===== src/rtl/core_pkg.sv =====
package core_pkg;

    localparam int NUM_REGS = 8;

    typedef logic [15:0] t_data;
    typedef logic [2:0]  t_reg_idx;
    typedef logic [7:0]  t_seq_id;
    typedef logic [15:0] t_cycle;
    typedef logic [5:0]  t_operand;

    // codes 4'h8 to 4'hf are treated as OP_NOP by decode.
    typedef enum logic [3:0] {
        OP_ADD  = 4'h0,
        OP_SUB  = 4'h1,
        OP_AND  = 4'h2,
        OP_OR   = 4'h3,
        OP_XOR  = 4'h4,
        OP_SHL  = 4'h5,
        OP_ADDI = 4'h6,
        OP_NOP  = 4'h7
    } t_opcode;

    // operand is {rs2, 3'bx} for register forms, simm6 for OP_ADDI,
    // and the shift amount in bits [3:0] for OP_SHL.
    typedef struct packed {
        t_opcode  opcode;
        t_reg_idx rd;
        t_reg_idx rs1;
        t_operand operand;
    } t_instr;

    typedef struct packed {
        t_seq_id  seq;
        t_opcode  opcode;
        t_reg_idx rd;
        t_reg_idx rs1;
        t_reg_idx rs2;
        t_data    imm;
        logic     we;
    } t_uop;

    typedef struct packed {
        t_seq_id  seq;
        t_reg_idx rd;
        t_data    value;
        logic     we;
    } t_exec_res;

    typedef t_exec_res t_retire_rec;

    typedef struct packed {
        t_seq_id  seq;
        t_cycle   fetch_cyc;
        t_cycle   decode_cyc;
        t_cycle   exec_cyc;
        t_cycle   retire_cyc;
        t_reg_idx rd;
        t_data    value;
    } t_trace_rec;

endpackage

===== src/rtl/core_top.sv =====
module core_top #(
    parameter int TRACK_SLOTS = 4
) (
    input  logic                  clk,
    input  logic                  rst_n,
    input  logic                  instr_valid,
    input  core_pkg::t_instr      instr,
    output logic                  retire_valid,
    output core_pkg::t_retire_rec retire,
    output logic                  trace_valid,
    output core_pkg::t_trace_rec  trace
);

    import core_pkg::*;

    t_seq_id   fetch_seq;
    logic      uop_valid;
    t_uop      uop;
    logic      ex_valid;
    t_exec_res ex_res;

    instr_decode u_decode (
        .clk         (clk),
        .rst_n       (rst_n),
        .instr_valid (instr_valid),
        .instr       (instr),
        .fetch_seq   (fetch_seq),
        .uop_valid   (uop_valid),
        .uop         (uop)
    );

    alu_exec u_exec (
        .clk       (clk),
        .rst_n     (rst_n),
        .uop_valid (uop_valid),
        .uop       (uop),
        .ex_valid  (ex_valid),
        .ex_res    (ex_res)
    );

    retire_unit u_retire (
        .clk          (clk),
        .rst_n        (rst_n),
        .ex_valid     (ex_valid),
        .ex_res       (ex_res),
        .retire_valid (retire_valid),
        .retire       (retire)
    );

    instr_tracker #(
        .TRACK_SLOTS (TRACK_SLOTS)
    ) u_tracker (
        .clk          (clk),
        .rst_n        (rst_n),
        .instr_valid  (instr_valid),
        .fetch_seq    (fetch_seq),
        .uop_valid    (uop_valid),
        .uop_seq      (uop.seq),
        .ex_valid     (ex_valid),
        .ex_seq       (ex_res.seq),
        .retire_valid (retire_valid),
        .retire       (retire),
        .trace_valid  (trace_valid),
        .trace        (trace)
    );

endmodule


===== src/rtl/instr_tracker.sv =====
module instr_tracker #(
    parameter int TRACK_SLOTS = 4
) (
    input  logic                  clk,
    input  logic                  rst_n,
    input  logic                  instr_valid,
    output core_pkg::t_seq_id     fetch_seq,
    input  logic                  uop_valid,
    input  core_pkg::t_seq_id     uop_seq,
    input  logic                  ex_valid,
    input  core_pkg::t_seq_id     ex_seq,
    input  logic                  retire_valid,
    input  core_pkg::t_retire_rec retire,
    output logic                  trace_valid,
    output core_pkg::t_trace_rec  trace
);

    import core_pkg::*;

    // up to four ids are in flight, so TRACK_SLOTS must be a power of two >= 4.
    localparam int IDX_W = $clog2(TRACK_SLOTS);

    typedef logic [IDX_W-1:0] t_slot;

    t_cycle  cycle_cnt;
    t_seq_id next_seq;

    t_cycle fetch_tab  [TRACK_SLOTS];
    t_cycle decode_tab [TRACK_SLOTS];
    t_cycle exec_tab   [TRACK_SLOTS];

    t_slot fetch_slot;
    t_slot decode_slot;
    t_slot exec_slot;
    t_slot retire_slot;

    t_trace_rec trace_d;

    assign fetch_seq = next_seq;

    assign fetch_slot = next_seq[IDX_W-1:0];
    assign decode_slot = uop_seq[IDX_W-1:0];
    assign exec_slot = ex_seq[IDX_W-1:0];
    assign retire_slot = retire.seq[IDX_W-1:0];

    always_ff @(posedge clk or negedge rst_n) begin
        if (!rst_n) begin
            cycle_cnt <= '0;
            next_seq <= '0;
        end else begin
            cycle_cnt <= cycle_cnt + 1'b1; // wraps.
            if (instr_valid) begin
                next_seq <= next_seq + 1'b1;
            end
        end
    end

    // stamp table, one write port per stage.
    always_ff @(posedge clk) begin
        if (instr_valid) begin
            fetch_tab[fetch_slot] <= cycle_cnt;
        end
        if (uop_valid) begin
            decode_tab[decode_slot] <= cycle_cnt;
        end
        if (ex_valid) begin
            exec_tab[exec_slot] <= cycle_cnt;
        end
    end

    always_comb begin
        trace_d.seq = retire.seq;
        trace_d.fetch_cyc = fetch_tab[retire_slot];
        trace_d.decode_cyc = decode_tab[retire_slot];
        trace_d.exec_cyc = exec_tab[retire_slot];
        trace_d.retire_cyc = cycle_cnt;
        trace_d.rd = retire.rd;
        trace_d.value = retire.value;
    end

    always_ff @(posedge clk or negedge rst_n) begin
        if (!rst_n) begin
            trace_valid <= 1'b0;
        end else begin
            trace_valid <= retire_valid;
        end
    end

    always_ff @(posedge clk) begin
        if (retire_valid) begin
            trace <= trace_d;
        end
    end

endmodule


===== src/rtl/retire_unit.sv =====
module retire_unit (
    input  logic                  clk,
    input  logic                  rst_n,
    input  logic                  ex_valid,
    input  core_pkg::t_exec_res   ex_res,
    output logic                  retire_valid,
    output core_pkg::t_retire_rec retire
);

    import core_pkg::*;

    t_retire_rec retire_d;

    // in-order pipe, so results commit in arrival order.
    always_comb begin
        retire_d.seq = ex_res.seq;
        retire_d.rd = ex_res.rd;
        retire_d.value = ex_res.value;
        retire_d.we = ex_res.we;
    end

    always_ff @(posedge clk or negedge rst_n) begin
        if (!rst_n) begin
            retire_valid <= 1'b0;
        end else begin
            retire_valid <= ex_valid;
        end
    end

    always_ff @(posedge clk) begin
        if (ex_valid) begin
            retire <= retire_d; // holds last record between strobes.
        end
    end

endmodule


===== src/rtl/alu_exec.sv =====
module alu_exec (
    input  logic                clk,
    input  logic                rst_n,
    input  logic                uop_valid,
    input  core_pkg::t_uop      uop,
    output logic                ex_valid,
    output core_pkg::t_exec_res ex_res
);

    import core_pkg::*;

    t_data regs [NUM_REGS];
    t_data src_a;
    t_data src_b;
    t_data result;

    // r0 is never written, so it always reads as its reset value of zero.
    assign src_a = regs[uop.rs1];
    assign src_b = regs[uop.rs2];

    always_comb begin
        case (uop.opcode)
            OP_ADD: begin
                result = src_a + src_b;
            end
            OP_SUB: begin
                result = src_a - src_b;
            end
            OP_AND: begin
                result = src_a & src_b;
            end
            OP_OR: begin
                result = src_a | src_b;
            end
            OP_XOR: begin
                result = src_a ^ src_b;
            end
            OP_SHL: begin
                result = src_a << uop.imm[3:0]; // shift amount from instr.
            end
            OP_ADDI: begin
                result = src_a + uop.imm;
            end
            default: begin
                result = '0;
            end
        endcase
    end

    // writeback on the edge that raises ex_valid, no bypass needed.
    always_ff @(posedge clk or negedge rst_n) begin
        if (!rst_n) begin
            ex_valid <= 1'b0;
            for (int i = 0; i < NUM_REGS; i++) begin
                regs[i] <= '0;
            end
        end else begin
            ex_valid <= uop_valid;
            if (uop_valid && uop.we) begin
                regs[uop.rd] <= result;
            end
        end
    end

    always_ff @(posedge clk) begin
        if (uop_valid) begin
            ex_res.seq <= uop.seq;
            ex_res.rd <= uop.rd;
            ex_res.value <= result;
            ex_res.we <= uop.we;
        end
    end

endmodule


===== src/rtl/instr_decode.sv =====
module instr_decode (
    input  logic              clk,
    input  logic              rst_n,
    input  logic              instr_valid,
    input  core_pkg::t_instr  instr,
    input  core_pkg::t_seq_id fetch_seq,
    output logic              uop_valid,
    output core_pkg::t_uop    uop
);

    import core_pkg::*;

    t_uop    uop_d;
    t_opcode op;

    always_comb begin
        op = OP_NOP;
        uop_d = '0;
        uop_d.seq = fetch_seq;
        uop_d.rd = instr.rd;
        uop_d.rs1 = instr.rs1;
        uop_d.imm = {{10{instr.operand[5]}}, instr.operand}; // simm6.

        case (instr.opcode)
            OP_ADD, OP_SUB, OP_AND, OP_OR, OP_XOR: begin
                op = instr.opcode;
                uop_d.rs2 = instr.operand[5:3]; // register form.
            end
            OP_SHL, OP_ADDI: begin
                op = instr.opcode; // immediate form, rs2 unused.
            end
            default: begin
                op = OP_NOP;
            end
        endcase

        uop_d.opcode = op;
        // r0 is hardwired, so nothing is written back for it.
        uop_d.we = (op != OP_NOP) && (instr.rd != '0);
    end

    always_ff @(posedge clk or negedge rst_n) begin
        if (!rst_n) begin
            uop_valid <= 1'b0;
        end else begin
            uop_valid <= instr_valid;
        end
    end

    always_ff @(posedge clk) begin
        if (instr_valid) begin
            uop <= uop_d;
        end
    end

endmodule


===== config.mk =====
export PLATFORM = sky130hd
export DESIGN_NAME = core_top
export DESIGN_NICKNAME = d
export VERILOG_FILES = /design/src/rtl/core_pkg.sv /design/src/rtl/core_top.sv /design/src/rtl/instr_tracker.sv /design/src/rtl/retire_unit.sv /design/src/rtl/alu_exec.sv /design/src/rtl/instr_decode.sv
export SDC_FILE = /design/constraint.sdc
export NUM_CORES = 1
export LEC_CHECK = 0
export BUFFER_PORTS_ARGS = -buffer_cell sky130_fd_sc_hd__buf_2
export CAP_MARGIN = 10
export CORE_ASPECT_RATIO = 1.75
export CORE_MARGIN = 1
export CORE_UTILIZATION = 55
export DETAILED_ROUTE_END_ITERATION = 10
export PLACE_DENSITY = 0.85
export SLEW_MARGIN = 10
export SYNTH_ARGS = -nofsm -noshare
export SYNTH_HDL_FRONTEND = slang
export SYNTH_HIERARCHICAL = 1
export SYNTH_SLANG_ARGS = --single-unit

===== constraint.sdc =====
create_clock -name clk -period 5.01 [get_ports clk]
set_input_delay 0.501 -clock clk [delete_from_list [all_inputs] [get_ports clk]]
set_output_delay 0.501 -clock clk [all_outputs]
set_load 0.01 [all_outputs]

; ---- After elaboration in Yosys (flattened, before gate mapping)
; Memories as Yosys holds them, arrays and structs flattened. A register that Yosys moved wholly into a read port is not among the register bits.
; Index checks and enable logic that the tools add are counted.
[op_classes]
add_sub_neg = 5
magnitude_cmp = 4
eq_ne = 13
n_shift = 1
n_mux = 17
bitwise_logic = 6
reduce_logical = 8
[ops]
columns = cell, count
row1 = 128-bit bitwise mux, 1
row2 = 16-bit case mux with 7 select lines, 1
row3 = 16-bit binary-select mux with 3-bit select, 2
row4 = 16-bit two-way mux, 5
row5 = 16-bit demux with 3-bit select, 1
row6 = 16-bit adder, 2
row7 = "4-bit by 3-bit equality test with 1-bit output, second input constant", 6
row8 = "16-bit by 1-bit adder with 16-bit output, second input constant", 1
row9 = 16-bit bitwise AND, 1
row10 = "4-bit by 2-bit equality test with 1-bit output, second input constant", 4
row11 = 16-bit OR, 1
row12 = 16-bit by 4-bit << shifter with 16-bit output, 1
row13 = 16-bit subtractor, 1
row14 = 16-bit XOR, 1
row15 = "4-bit greater-or-equal comparator, second input constant", 3
row16 = 3-bit inverter with 4-bit output, 3
row17 = "8-bit by 1-bit adder with 8-bit output, second input constant", 1
row18 = "4-bit by 1-bit equality test with 1-bit output, second input constant", 2
row19 = 4-bit zero test, 2
row20 = 7-bit OR reduction, 1
row21 = 1-bit two-way mux, 6
row22 = 5-bit OR reduction, 1
row23 = "4-bit by 1-bit < comparator with 1-bit output, second input constant", 1
row24 = 4-bit two-way mux, 1
row25 = other kinds (3), 5
[totals]
regBits = 283
mem_bits_rw = 192
in_bits = 19
out_inout_bits = 121
elab_cells = 90
n_memories = 3
[mem_list]
columns = memory, depth, word_bits, read_ports, rd_ports_with_merged_regs, write_ports, line_no
row1 = u_tracker.decode_tab, 4, 16, 1, 1, 1, instr_tracker.sv:29  ; t_cycle decode_tab [TRACK_SLOTS];
row2 = u_tracker.exec_tab, 4, 16, 1, 1, 1, instr_tracker.sv:30  ; t_cycle exec_tab [TRACK_SLOTS];
row3 = u_tracker.fetch_tab, 4, 16, 1, 1, 1, instr_tracker.sv:28  ; t_cycle fetch_tab [TRACK_SLOTS];

; ---- Logic depth before layout (Yosys ltp)
; Gate-level depths: netlist (run 1).
[depth]
depth_word = 7
mapped_depth = 20
depth_no_buf = 17

; ---- Cells and area by module
; Netlist (run 1), hierarchy kept.
[modules_own_cells]
columns = module, instances, cells_each, area_per_inst_um2
row1 = instr_tracker, 1, 445, 10822.9
row2 = alu_exec, 1, 939, 10288.6
row3 = instr_decode, 1, 49, 1007.2
row4 = retire_unit, 1, 29, 865.8

; ---- Worst setup path after synthesis (run 1)
; OpenSTA, ideal clock, no wires.
[synth_timing]
kind = register to register
start = reg, netlist name u_decode/uop[19]
end = reg, netlist name u_exec/ex_res[16]
arrival_time_ns = 4.494
required_time_ns = 4.745
path_slack_ns = 0.251
stages_incl_launch_ff = 19
n_path_buf = 3
synth_period_minus_slack_ns = 4.759
cell_sequence = edfxtp_1 > clkbuf_1 > buf_2 > mux2i_1 > ha_1 > nand2_1 > nor3_1 > xnor2_1 > o221ai_1 > ha_1 > a21oi_1 > o21ai_0 > a2111oi_0 > o31ai_1 > a21o_1 > a21oi_1 > o221a_1 > buf_6 > nand2_1
[synth_between]
elab_chain_len = 6
word_cells_on_any_way = 10
classes_between = add/sub: 2 / mux: 4 / bitwise: 4
[synth_lines]
columns = item, line_no
row1 = 3-bit inverter with 4-bit output (not written as such) *, alu_exec.sv:19  ; assign src_b = regs[uop.rs2];
row2 = 16-bit binary-select mux with 3-bit select *, alu_exec.sv:19
row3 = 16-bit two-way mux (not written as such) * (2 in series), alu_exec.sv:19
row4 = "16-bit subtractor, or another cell as far along", alu_exec.sv:27  ; result = src_a - src_b;
row5 = 16-bit case mux with 7 select lines *, alu_exec.sv:22  ; case (uop.opcode)
row6 = net u_exec.result[15], alu_exec.sv:15  ; t_data result;
; Mark *: on every way through the listed nets, which the timed path passes. The rest lies on a longest branch. The select of a mux whose other input is x is not followed.
; A chain may end at the register's enable or synchronous reset.

; ---- Worst setup path after layout (run 1)
[layout_timing]
start = reg, netlist name u_decode/uop[17]
end = reg u_exec/regs[127] (netlist name)
[layout_between]
elab_chain_len = 7
word_cells_on_any_way = 11
classes_between = add/sub: 2 / mux: 5 / bitwise: 4
[layout_lines]
columns = item, line_no
row1 = 3-bit inverter with 4-bit output (not written as such) *, alu_exec.sv:19
row2 = 16-bit binary-select mux with 3-bit select *, alu_exec.sv:19
row3 = 16-bit two-way mux (not written as such) * (2 in series), alu_exec.sv:19
row4 = "16-bit subtractor, or another cell as far along", alu_exec.sv:27
row5 = 16-bit case mux with 7 select lines *, alu_exec.sv:22
row6 = 128-bit bitwise mux *, alu_exec.sv:60  ; regs[uop.rd] <= result;
row7 = "end signal, assigned by index", alu_exec.sv:60
row8 = "end, declared", alu_exec.sv:12  ; t_data regs [NUM_REGS];
; Mark *: on every way between the ends. The rest lies on a longest branch, timed or not. The select of a mux whose other input is x is not followed.

==> impl_metrics.ini, run 1 <==
[outcome]
run_status = finished, violations left
violations = hold timing

[pwr]
irDropWorstVdd_uv = 286.1
powerDensity_nw_per_um2 = 507.9
total_leakage_power_uw = 0.01029

[placement]
placed_area_um2 = 24780
io_buffers = 139
hpwlAfterDp_mm = 38.74
placed_cells = 2160
place_congestion = 1.022

[yosys]
async_reset_ff_frac = 0.2983
ys_types = 72
synth_seq_cells = 523
synth_top_cell_by_area = edfxtp_1
yosysWarningCount = 6
synthesis.area_um2 = 22980
synth_most_common_cell = edfxtp_1
synth_nets = 1538
ys.flop_type = edfxtp_1
syn_area_per_cell_um2 = 15.72
synth_top_area_share = 0.4795
ys_top_cells_by_area = edfxtp_1, dfrtp_1, mux4_2, ha_1, mux2_2
synth-edff-count = 367
synth_commonest_cells = edfxtp_1, dfrtp_1, nor2_1
ys_seq_area_frac = 0.6493
netlist_instances = 1462

[floorplanning]
start_util = 0.5595
core-area_um2 = 41080
die_h_um = 272.4
io-pin-count = 140
fp-row-count = 98
dieArea_um2 = 42640
die_w_um = 156.5

[cts]
cts_root_buffer = clkbuf_16
h-tree-depth = 2
clk_latency_ns = 0.58
clk_pin_slew_ns = 0.07
cts_tree = yes
numCtsBuffers = 44
cts_buffer_depth = 3
cts.sinks = 523
postCtsHoldBufs = 0

[detailed_routing]
top_layer = met4
wl_mm = 57.21
met1_length_mm = 18.80
wl_met3_mm = 2.696
wl_met2_mm = 32.33
first_iter_violations = 1026
viasPerCell = 6.178
ant_nets = 0
dr.pass1.iters = 5
drt-wirelength-per-cell_um = 25.51
vias = 13860
drc = 0

[setup_path]
crit_path_end_kind = flip-flop
cpMaxStageDelayCell = mux4_2
required_ns = 5.43
startpoint_type = flip-flop
cpPeakStageDelay_ns = 0.54
crit_chain = buf_12 > buf_12 > buf_12 > mux4_2 > mux2i_4 > nand2_1 > nor3_1 > xnor2_1 > o221ai_1 > ha_1 > a21oi_1 > o211ai_1 > a2111oi_2 > buf_4 > o31ai_2 > buf_4 > a21o_1 > a21oi_1 > o221a_1 > buf_4 > a31oi_1
crit_family = compound AO/OA/AOI/OAI gates
worst_ep_arrival_time_ns = 5.21
critPathMaxFanout = 11
path_class = reg2reg
crit_buf_inv = 6

[grt]
grt_pass1_wl_mm = 85.98
overflow = 0
grtUsageTotal = 0.2759
grt_max_degree = 97
grt_pass1_vias = 14460
antenna_found_initial = 0

[sta]
rsz0062_at_grt = false
tightest_slew_ns = 1.254
fmax_mhz = 209.0
hold_violations = 4
fin_skew_ns = 0.03086
setup_violations = 0
tns_ns = 0
slew-limit-headroom = 0.1605
hold_slack_ns = -0.01796
finalCritPeriodShare = 0.9551
period_minus_slack_ns = 4.785
drv_slew = 0

[layout]
antenna_cells = 0
drive_above_1_share = 0.3066
fin_area_um2 = 26320
area_delta_synth_final_pct = 14.53
layout.nets = 1733
fin_cells = 2243

[run]
cap_violations = 0

[worst_hold_path]
hold_class = in2async
registers in the layout, indices dropped and copies added (netlist names):
name	flops
u_tracker/trace_valid	1
u_decode/uop_valid	1
u_tracker/trace	91
u_tracker/fetch_tab	64
u_exec/regs	128
u_tracker/fetch_seq	8
u_tracker/exec_tab	64
u_retire/retire_valid	1
u_exec/ex_res	28
u_decode/uop	28
u_tracker/decode_tab	64
u_tracker/cycle_cnt	16
u_retire/retire	28
u_exec/ex_valid	1
repair_timing:
action,CTS,global route
buffers inserted,0,1
setup endpoints to repair,0,20
hold endpoints to repair,0,0
gates resized for setup,0,11
cell families after synthesis:
logic type                 synth area share
DFF                                  0.6493
AOI/OAI and AO/OA                   0.05792
adders and majority gates           0.03136
and+or+nand+nor                     0.05857
other                             0.0001632
xor gates and xnor gates            0.01677
buffers and inverters               0.02820
muxes                                0.1577
metal layers:
layer	up-vias	track usage
met3	214	0.03103
met1	7020	0.2911
met2	647	0.5236
met4	0	0.1553
met5	-	0
li1	5976	-
where the power goes:
group	leakage [µW]	switching, µW	internal [µW]
logic	0.00409	2090	1750
clock network	0.000699	1590	1910
registers	0.00550	544	5490
path summary, 6_finish.rpt:
kind | start | to | slack, ns | cells after the start
max | u_decode/uop[17]$_SDFFCE_PN0P_ | u_exec/regs[127]$_DFFE_PN0P_ | 0.22 | 21
min | rst_n | u_tracker/trace_valid$_DFF_PN0_ | -0.02 | 1
max reg2reg | u_decode/uop[17]$_SDFFCE_PN0P_ | u_exec/regs[127]$_DFFE_PN0P_ | 0.22 | 21
min reg2reg | u_exec/ex_res[27]$_DFFE_PP_ | u_retire/retire[27]$_DFFE_PP_ | 0.41 | 0
max in group asynchronous | rst_n | u_exec/regs[25]$_DFFE_PN0P_ | 3.62 | 2
min in group clk | instr[7] | u_decode/uop[21]$_DFFE_PP_ | 0.10 | 1
cell type report:
cell class                 instances  area [µm²]
sequential                       523       14930
fill                            2818       14750
multi-input combinational        798        7505
timing repair buffer             235        1510
clock buffer                      49        1120
tap                              550       688.2
clock inverter                    33       366.6
inverter                          55       206.4
through the flow:
step           utilization  setup WS [ns]  total power (µW)
3_5_place_dp        0.6034        0.04379              9812
5_1_grt             0.6408        0.03038             13940
6_report            0.6408         0.2250             13370
4_1_cts             0.6395        0.01959             13330
2_1_floorplan            -         0.2509              8369
3_3_place_gp        0.6034         0.1533              9614
layout by cell type, fill, tap and decap left out, drive strengths merged, types with 49 or more instances in the layout:
master,count
nor2,118
edfxtp,367
o21ai,51
mux4,118
dfrtp,156
nand2,70
clkbuf,49
inv,56
ha,56
buf,235
a21oi,93
(Power assumes the default switching activity.)
==> inputs of run 2 (changes only) <==
--- a/config.mk
+++ b/config.mk
@@ -12,6 +12,8 @@
 export CORE_UTILIZATION = 55
 export DETAILED_ROUTE_END_ITERATION = 10
 export PLACE_DENSITY = 0.85
+export RECOVER_POWER = 25
+export SETUP_SLACK_MARGIN = 0.02
 export SLEW_MARGIN = 10
 export SYNTH_ARGS = -nofsm -noshare
 export SYNTH_HDL_FRONTEND = slang
==> impl_metrics.ini, run 2 (synthesis results as in run 1) <==
[cts]
cts_buffer_depth = 3
cts.sinks = 523
h-tree-depth = 2
postCtsHoldBufs = 0
cts_root_buffer = clkbuf_16
numCtsBuffers = 44
clk_latency_ns = 0.58
cts_tree = yes
clk_pin_slew_ns = 0.06

[grt]
grt_pass1_vias = 14450
grtUsageTotal = 0.2759
grt_max_degree = 97
grt_pass1_wl_mm = 85.99
overflow = 0
antenna_found_initial = 0

[floorplanning]
fp-row-count = 98
die_w_um = 156.5
die_h_um = 272.4
core-area_um2 = 41080
dieArea_um2 = 42640
start_util = 0.5595
io-pin-count = 140

[detailed_routing]
wl_mm = 57.15
dr.pass1.iters = 5
drc = 0
drt-wirelength-per-cell_um = 25.48
viasPerCell = 6.141
vias = 13770
ant_nets = 0
first_iter_violations = 1050

[sta]
hold_violations = 0
rsz0062_at_grt = false
tightest_slew_ns = 2.617
tns_ns = 0
fin_skew_ns = 0.02829
drv_slew = 172
setup_violations = 0
fmax_mhz = 207.5
finalCritPeriodShare = 0.9617
period_minus_slack_ns = 4.818
slew-limit-headroom = -0.7444

[outcome]
violations = capacitance limit, slew limit
run_status = finished, violations left

[setup_path]
worst_ep_arrival_time_ns = 5.25
required_ns = 5.44
crit_path_end_kind = flip-flop
path_class = reg2reg
startpoint_type = flip-flop
critPathMaxFanout = 11

[pwr]
powerDensity_nw_per_um2 = 508.4
total_leakage_power_uw = 0.01026
irDropWorstVdd_uv = 286.6
power.total_uw = 13370

[layout]
layout.nets = 1733
area_delta_synth_final_pct = 14.41
fill_cells = 2826
multi_input_comb_area_um2 = 7502
drive_above_1_share = 0.3006
final_common_cell = edfxtp_1
seq_area_um2 = 14930
layout_common_cells = edfxtp_1, dfrtp_1, buf_2, mux4_2, nor2_1
largest_reg_flops = 128
regMostFlops = u_exec/regs
fin_util = 0.6402
antenna_cells = 0
reg_top3 = u_exec/regs: 128 flops, u_tracker/trace: 91 flops

[placement]
place_congestion = 1.022
hpwlAfterDp_mm = 38.74
io_buffers = 139

[run]
cap_violations = 3

[worst_hold_path]
hold_class = in2reg
run 2: worst paths after layout:
check,start,end,slack (ns),depth (start not counted)
max,u_decode/uop[17]$_SDFFCE_PN0P_,u_exec/regs[31]$_DFFE_PN0P_,0.19,20
max reg2reg,u_decode/uop[17]$_SDFFCE_PN0P_,u_exec/regs[31]$_DFFE_PN0P_,0.19,20
min in group asynchronous,rst_n,u_tracker/trace_valid$_DFF_PN0_,0.73,1
max in group asynchronous,rst_n,u_exec/regs[25]$_DFFE_PN0P_,2.36,2
min,instr[7],u_decode/uop[21]$_DFFE_PP_,0.10,1
min reg2reg,u_exec/ex_res[27]$_DFFE_PP_,u_retire/retire[27]$_DFFE_PP_,0.41,0
run 2: report_power, final:
group / switching [µW] / leakage, µW / internal, µW
Sequential: 540 / 0.00550 / 5490
Clock: 1590 / 0.000699 / 1910
Combinational: 2090 / 0.00406 / 1750
Total: 4220 / 0.0103 / 9150
run 2: cell type report:
class | instances | area share
multi-input combinational | 798 | 0.2853
tap | 550 | 0.02617
sequential | 523 | 0.5677
inverter | 55 | 0.007850
timing repair buffer | 235 | 0.05652
clock buffer | 49 | 0.04258
clock inverter | 33 | 0.01394
run 2: critical path: stages, from the launching register on:
cell	delay [ns]
edfxtp_1	0.37
buf_12	0.13
buf_12	0.15
buf_12	0.16
mux4_2	0.54
mux2i_4	0.20
buf_4	0.17
nand4_4	0.09
or3_4	0.41
xnor2_1	0.15
o221ai_1	0.17
ha_1	0.26
or4_1	0.52
o21ai_0	0.15
o31ai_2	0.15
buf_4	0.16
a21o_1	0.16
a21oi_1	0.19
o221a_1	0.24
buf_4	0.17
a31oi_1	0.11
run 2: metrics by stage:
step                instances  instance area, µm²  hold slack (ns)  worst slack [ns]
global placement         2160               24780           0.4021            0.1533
CTS                      2242               26280          0.07468            0.1118
finish                   2243               26300           0.1012            0.1917
detailed placement       2160               24780           0.4045           0.04379
global route             2243               26300          0.08868           0.01379
floorplan                1462               22980           0.2054            0.2509
run 2: what timing repair did:
| item | in CTS | in global routing |
|---|---|---|
| buffers inserted | 0 | 1 |
| endpoints found under the setup margin | 1 | 21 |
| gates resized for setup | 1 | 10 |
| endpoints found under the hold margin | 0 | 0 |
| pin swaps | 0 | 1 |
run 2: layer usage:
layer,vias up,global-route usage,routed length (µm)
met5,-,0,0
met4,0,0.1553,3179
met3,188,0.03119,2644
met2,600,0.5234,32540
met1,7008,0.2912,18790
li1,5978,-,-
==> inputs of run 3 (changes only) <==
--- a/config.mk
+++ b/config.mk
@@ -5,7 +5,7 @@
 export SDC_FILE = /design/constraint.sdc
 export NUM_CORES = 1
 export LEC_CHECK = 0
-export BUFFER_PORTS_ARGS = -buffer_cell sky130_fd_sc_hd__buf_2
+export BUFFER_PORTS_ARGS = -buffer_cell sky130_fd_sc_hd__buf_4
 export CAP_MARGIN = 10
 export CORE_ASPECT_RATIO = 1.75
 export CORE_MARGIN = 1
@@ -17,5 +17,4 @@
 export SLEW_MARGIN = 10
 export SYNTH_ARGS = -nofsm -noshare
 export SYNTH_HDL_FRONTEND = slang
-export SYNTH_HIERARCHICAL = 1
 export SYNTH_SLANG_ARGS = --single-unit
==> impl_metrics.ini, run 3 <==
[run]
cap_violations = 2

[layout]
fin_area_um2 = 26150
fill_cells = 2902
seq_area_um2 = 14920
fin_cells = 2243
largest_reg_flops = 128
drive_above_1_share = 0.2729
antenna_cells = 0
final_common_cell = edfxtp_1
area_delta_synth_final_pct = 14.36
layout_common_cells = edfxtp_1, buf_4, dfrtp_1, nor2_1, mux4_2
reg_top3 = u_exec.regs: 128 flops, u_tracker.trace: 91 flops
layout.nets = 1735
regMostFlops = u_exec.regs
multi_input_comb_area_um2 = 7460

[detailed_routing]
drt-wirelength-per-cell_um = 24.61
ant_nets = 0
dr.pass1.iters = 5
first_iter_violations = 1037
vias = 13620
drc = 0
wl_mm = 55.20
viasPerCell = 6.074

[sta]
setup_violations = 0
finalCritPeriodShare = 0.9338
hold_violations = 0
fmax_mhz = 213.8
period_minus_slack_ns = 4.678
tightest_slew_ns = 2.667
drv_slew = 144
fin_skew_ns = 0.01739
slew-limit-headroom = -0.7781
rsz0062_at_grt = false
tns_ns = 0

[setup_path]
r2r_end = u_exec.regs[125]$_DFFE_PN0P_
path_class = reg2reg
critPathMaxFanout = 28
r2r_cells = 19
cpMaxStageDelayCell = mux4_2
rr_startpoint = u_decode.uop[18]$_SDFFCE_PN0P_
crit_chain = buf_12 > mux4_2 > mux2i_2 > and2_4 > nand3_4 > or3_1 > buf_4 > nor3_1 > xnor2_1 > o221ai_1 > ha_1 > nand3_1 > o2111ai_1 > nand2_1 > nand2b_1 > a21oi_1 > xnor2_1 > a211o_1 > mux2_2
worst_ep_arrival_time_ns = 5.12
crit_family = simple AND/OR/NAND/NOR gates
worst-path-stages = 19
required_ns = 5.45
crit_top_cell = xnor2_1
crit_buf_inv = 2
reg2reg_slack_ns = 0.33
cpPeakStageDelay_ns = 0.54
crit_path_end_kind = flip-flop
startpoint_type = flip-flop

[yosys]
netlist_instances = 1478
syn_area_per_cell_um2 = 15.47
synth_commonest_cells = edfxtp_1, dfrtp_1, nor2_1
synth_most_common_cell = edfxtp_1
ys_top_cells_by_area = edfxtp_1, dfrtp_1, mux4_2, mux2_2, ha_1
synth_top_cell_by_area = edfxtp_1
synth_seq_cells = 523
synth_nets = 1553
async_reset_ff_frac = 0.2983
synth_top_area_share = 0.4819
ys_seq_area_frac = 0.6526
yosysWarningCount = 0
synthesis.area_um2 = 22870
synth-edff-count = 367
ys.flop_type = edfxtp_1
ys_types = 68

[cts]
clk_pin_slew_ns = 0.07
cts_root_buffer = clkbuf_16
cts_buffer_depth = 3
cts_tree = yes
h-tree-depth = 2
postCtsHoldBufs = 0
cts.sinks = 523
clk_latency_ns = 0.57
numCtsBuffers = 43

[floorplanning]
fp-row-count = 98
core-area_um2 = 40950
die_h_um = 271.7
start_util = 0.5584
die_w_um = 156.1
dieArea_um2 = 42430
io-pin-count = 140

[worst_hold_path]
whs_path_depth = 1
hold_path_end = u_decode.uop[20]$_DFFE_PP_
hold_class = in2reg
min_from = instr[6]

[placement]
place_congestion = 0.9358
io_buffers = 139
hpwlAfterDp_mm = 37.45
placed_area_um2 = 24810
placed_cells = 2163

[pwr]
total_leakage_power_uw = 0.01023
irDropWorstVdd_uv = 249.0
powerDensity_nw_per_um2 = 480.8

[grt]
grt_pass1_vias = 14070
grt_max_degree = 105
grt_pass1_wl_mm = 83.19
antenna_found_initial = 0
grtUsageTotal = 0.2675
overflow = 0

[outcome]
run_status = finished, violations left
violations = capacitance limit, slew limit
-- run 3: how the worst max path moves through the flow --
stage | startpoint | end | slack, ns
floorplan | u_decode.uop[17]$_SDFFCE_PN0P_ | u_exec.ex_res[15]$_DFFE_PP_ | 0.12
global placement | u_decode.uop[17]$_SDFFCE_PN0P_ | u_exec.regs[109]$_DFFE_PN0P_ | 0.36
detailed placement | u_decode.uop[17]$_SDFFCE_PN0P_ | u_exec.regs[125]$_DFFE_PN0P_ | 0.26
CTS | u_decode.uop[17]$_SDFFCE_PN0P_ | u_exec.regs[125]$_DFFE_PN0P_ | 0.27
global route | u_decode.uop[18]$_SDFFCE_PN0P_ | u_exec.regs[125]$_DFFE_PN0P_ | 0.05
finish | u_decode.uop[18]$_SDFFCE_PN0P_ | u_exec.regs[125]$_DFFE_PN0P_ | 0.33
-- run 3: cell type report --
| cell class | instances | area share |
|---|---|---|
| clock buffers | 61 | 0.04602 |
| clock inverters | 17 | 0.006076 |
| inverters | 52 | 0.007463 |
| multi-input cells | 835 | 0.2852 |
| flip-flops and latches | 523 | 0.5707 |
| well taps | 550 | 0.02631 |
| repair buffers | 205 | 0.05822 |
-- run 3: stage by stage --
stage	worst slack [ns]	power (µW)	util	hold WS [ns]
3_5_place_dp	0.2596	9325	0.6058	0.4045
6_report	0.3316	12580	0.6386	0.1379
3_3_place_gp	0.3638	9177	0.6058	0.4025
5_1_grt	0.04792	13150	0.6386	0.1235
4_1_cts	0.2693	12610	0.6391	0.09130
2_1_floorplan	0.1237	8164	-	0.2054
-- run 3: what timing repair did --
| item | in CTS | in global routing |
|---|---|---|
| buffers inserted | 0 | 2 |
| setup endpoints to repair | 0 | 8 |
| gates resized for setup | 0 | 1 |
-- run 3: kinds of logic after synthesis --
logic type                 count (synthesis)  share of synthesized area
DFF                                      523                     0.6526
other                                      1                  0.0001640
and+or+nand+nor                          293                    0.05964
adders and majority gates                 56                    0.03097
AOI/OAI and AO/OA                        226                    0.06205
xor gates and xnor gates                  46                    0.01762
muxes                                    213                     0.1549
buffers and inverters                    120                    0.02205
-- run 3: layer usage --
| layer | share of wire | up-vias | global-route usage |
|---|---|---|---|
| li1 | - | 6004 | - |
| met1 | 0.32 | 6865 | 0.2723 |
| met2 | 0.56 | 575 | 0.4994 |
| met3 | 0.044 | 180 | 0.03305 |
| met4 | 0.076 | 0 | 0.1855 |
| met5 | 0 | - | 0 |
-- run 3: power by group --
| group | switching [µW] | total, µW | leakage, µW | internal, µW |
|---|---|---|---|---|
| combinational | 1800 | 3300 | 0.00406 | 1510 |
| clock | 1490 | 3280 | 0.000659 | 1790 |
| sequential | 524 | 5990 | 0.00551 | 5470 |
| total | 3810 | 12600 | 0.0102 | 8760 |
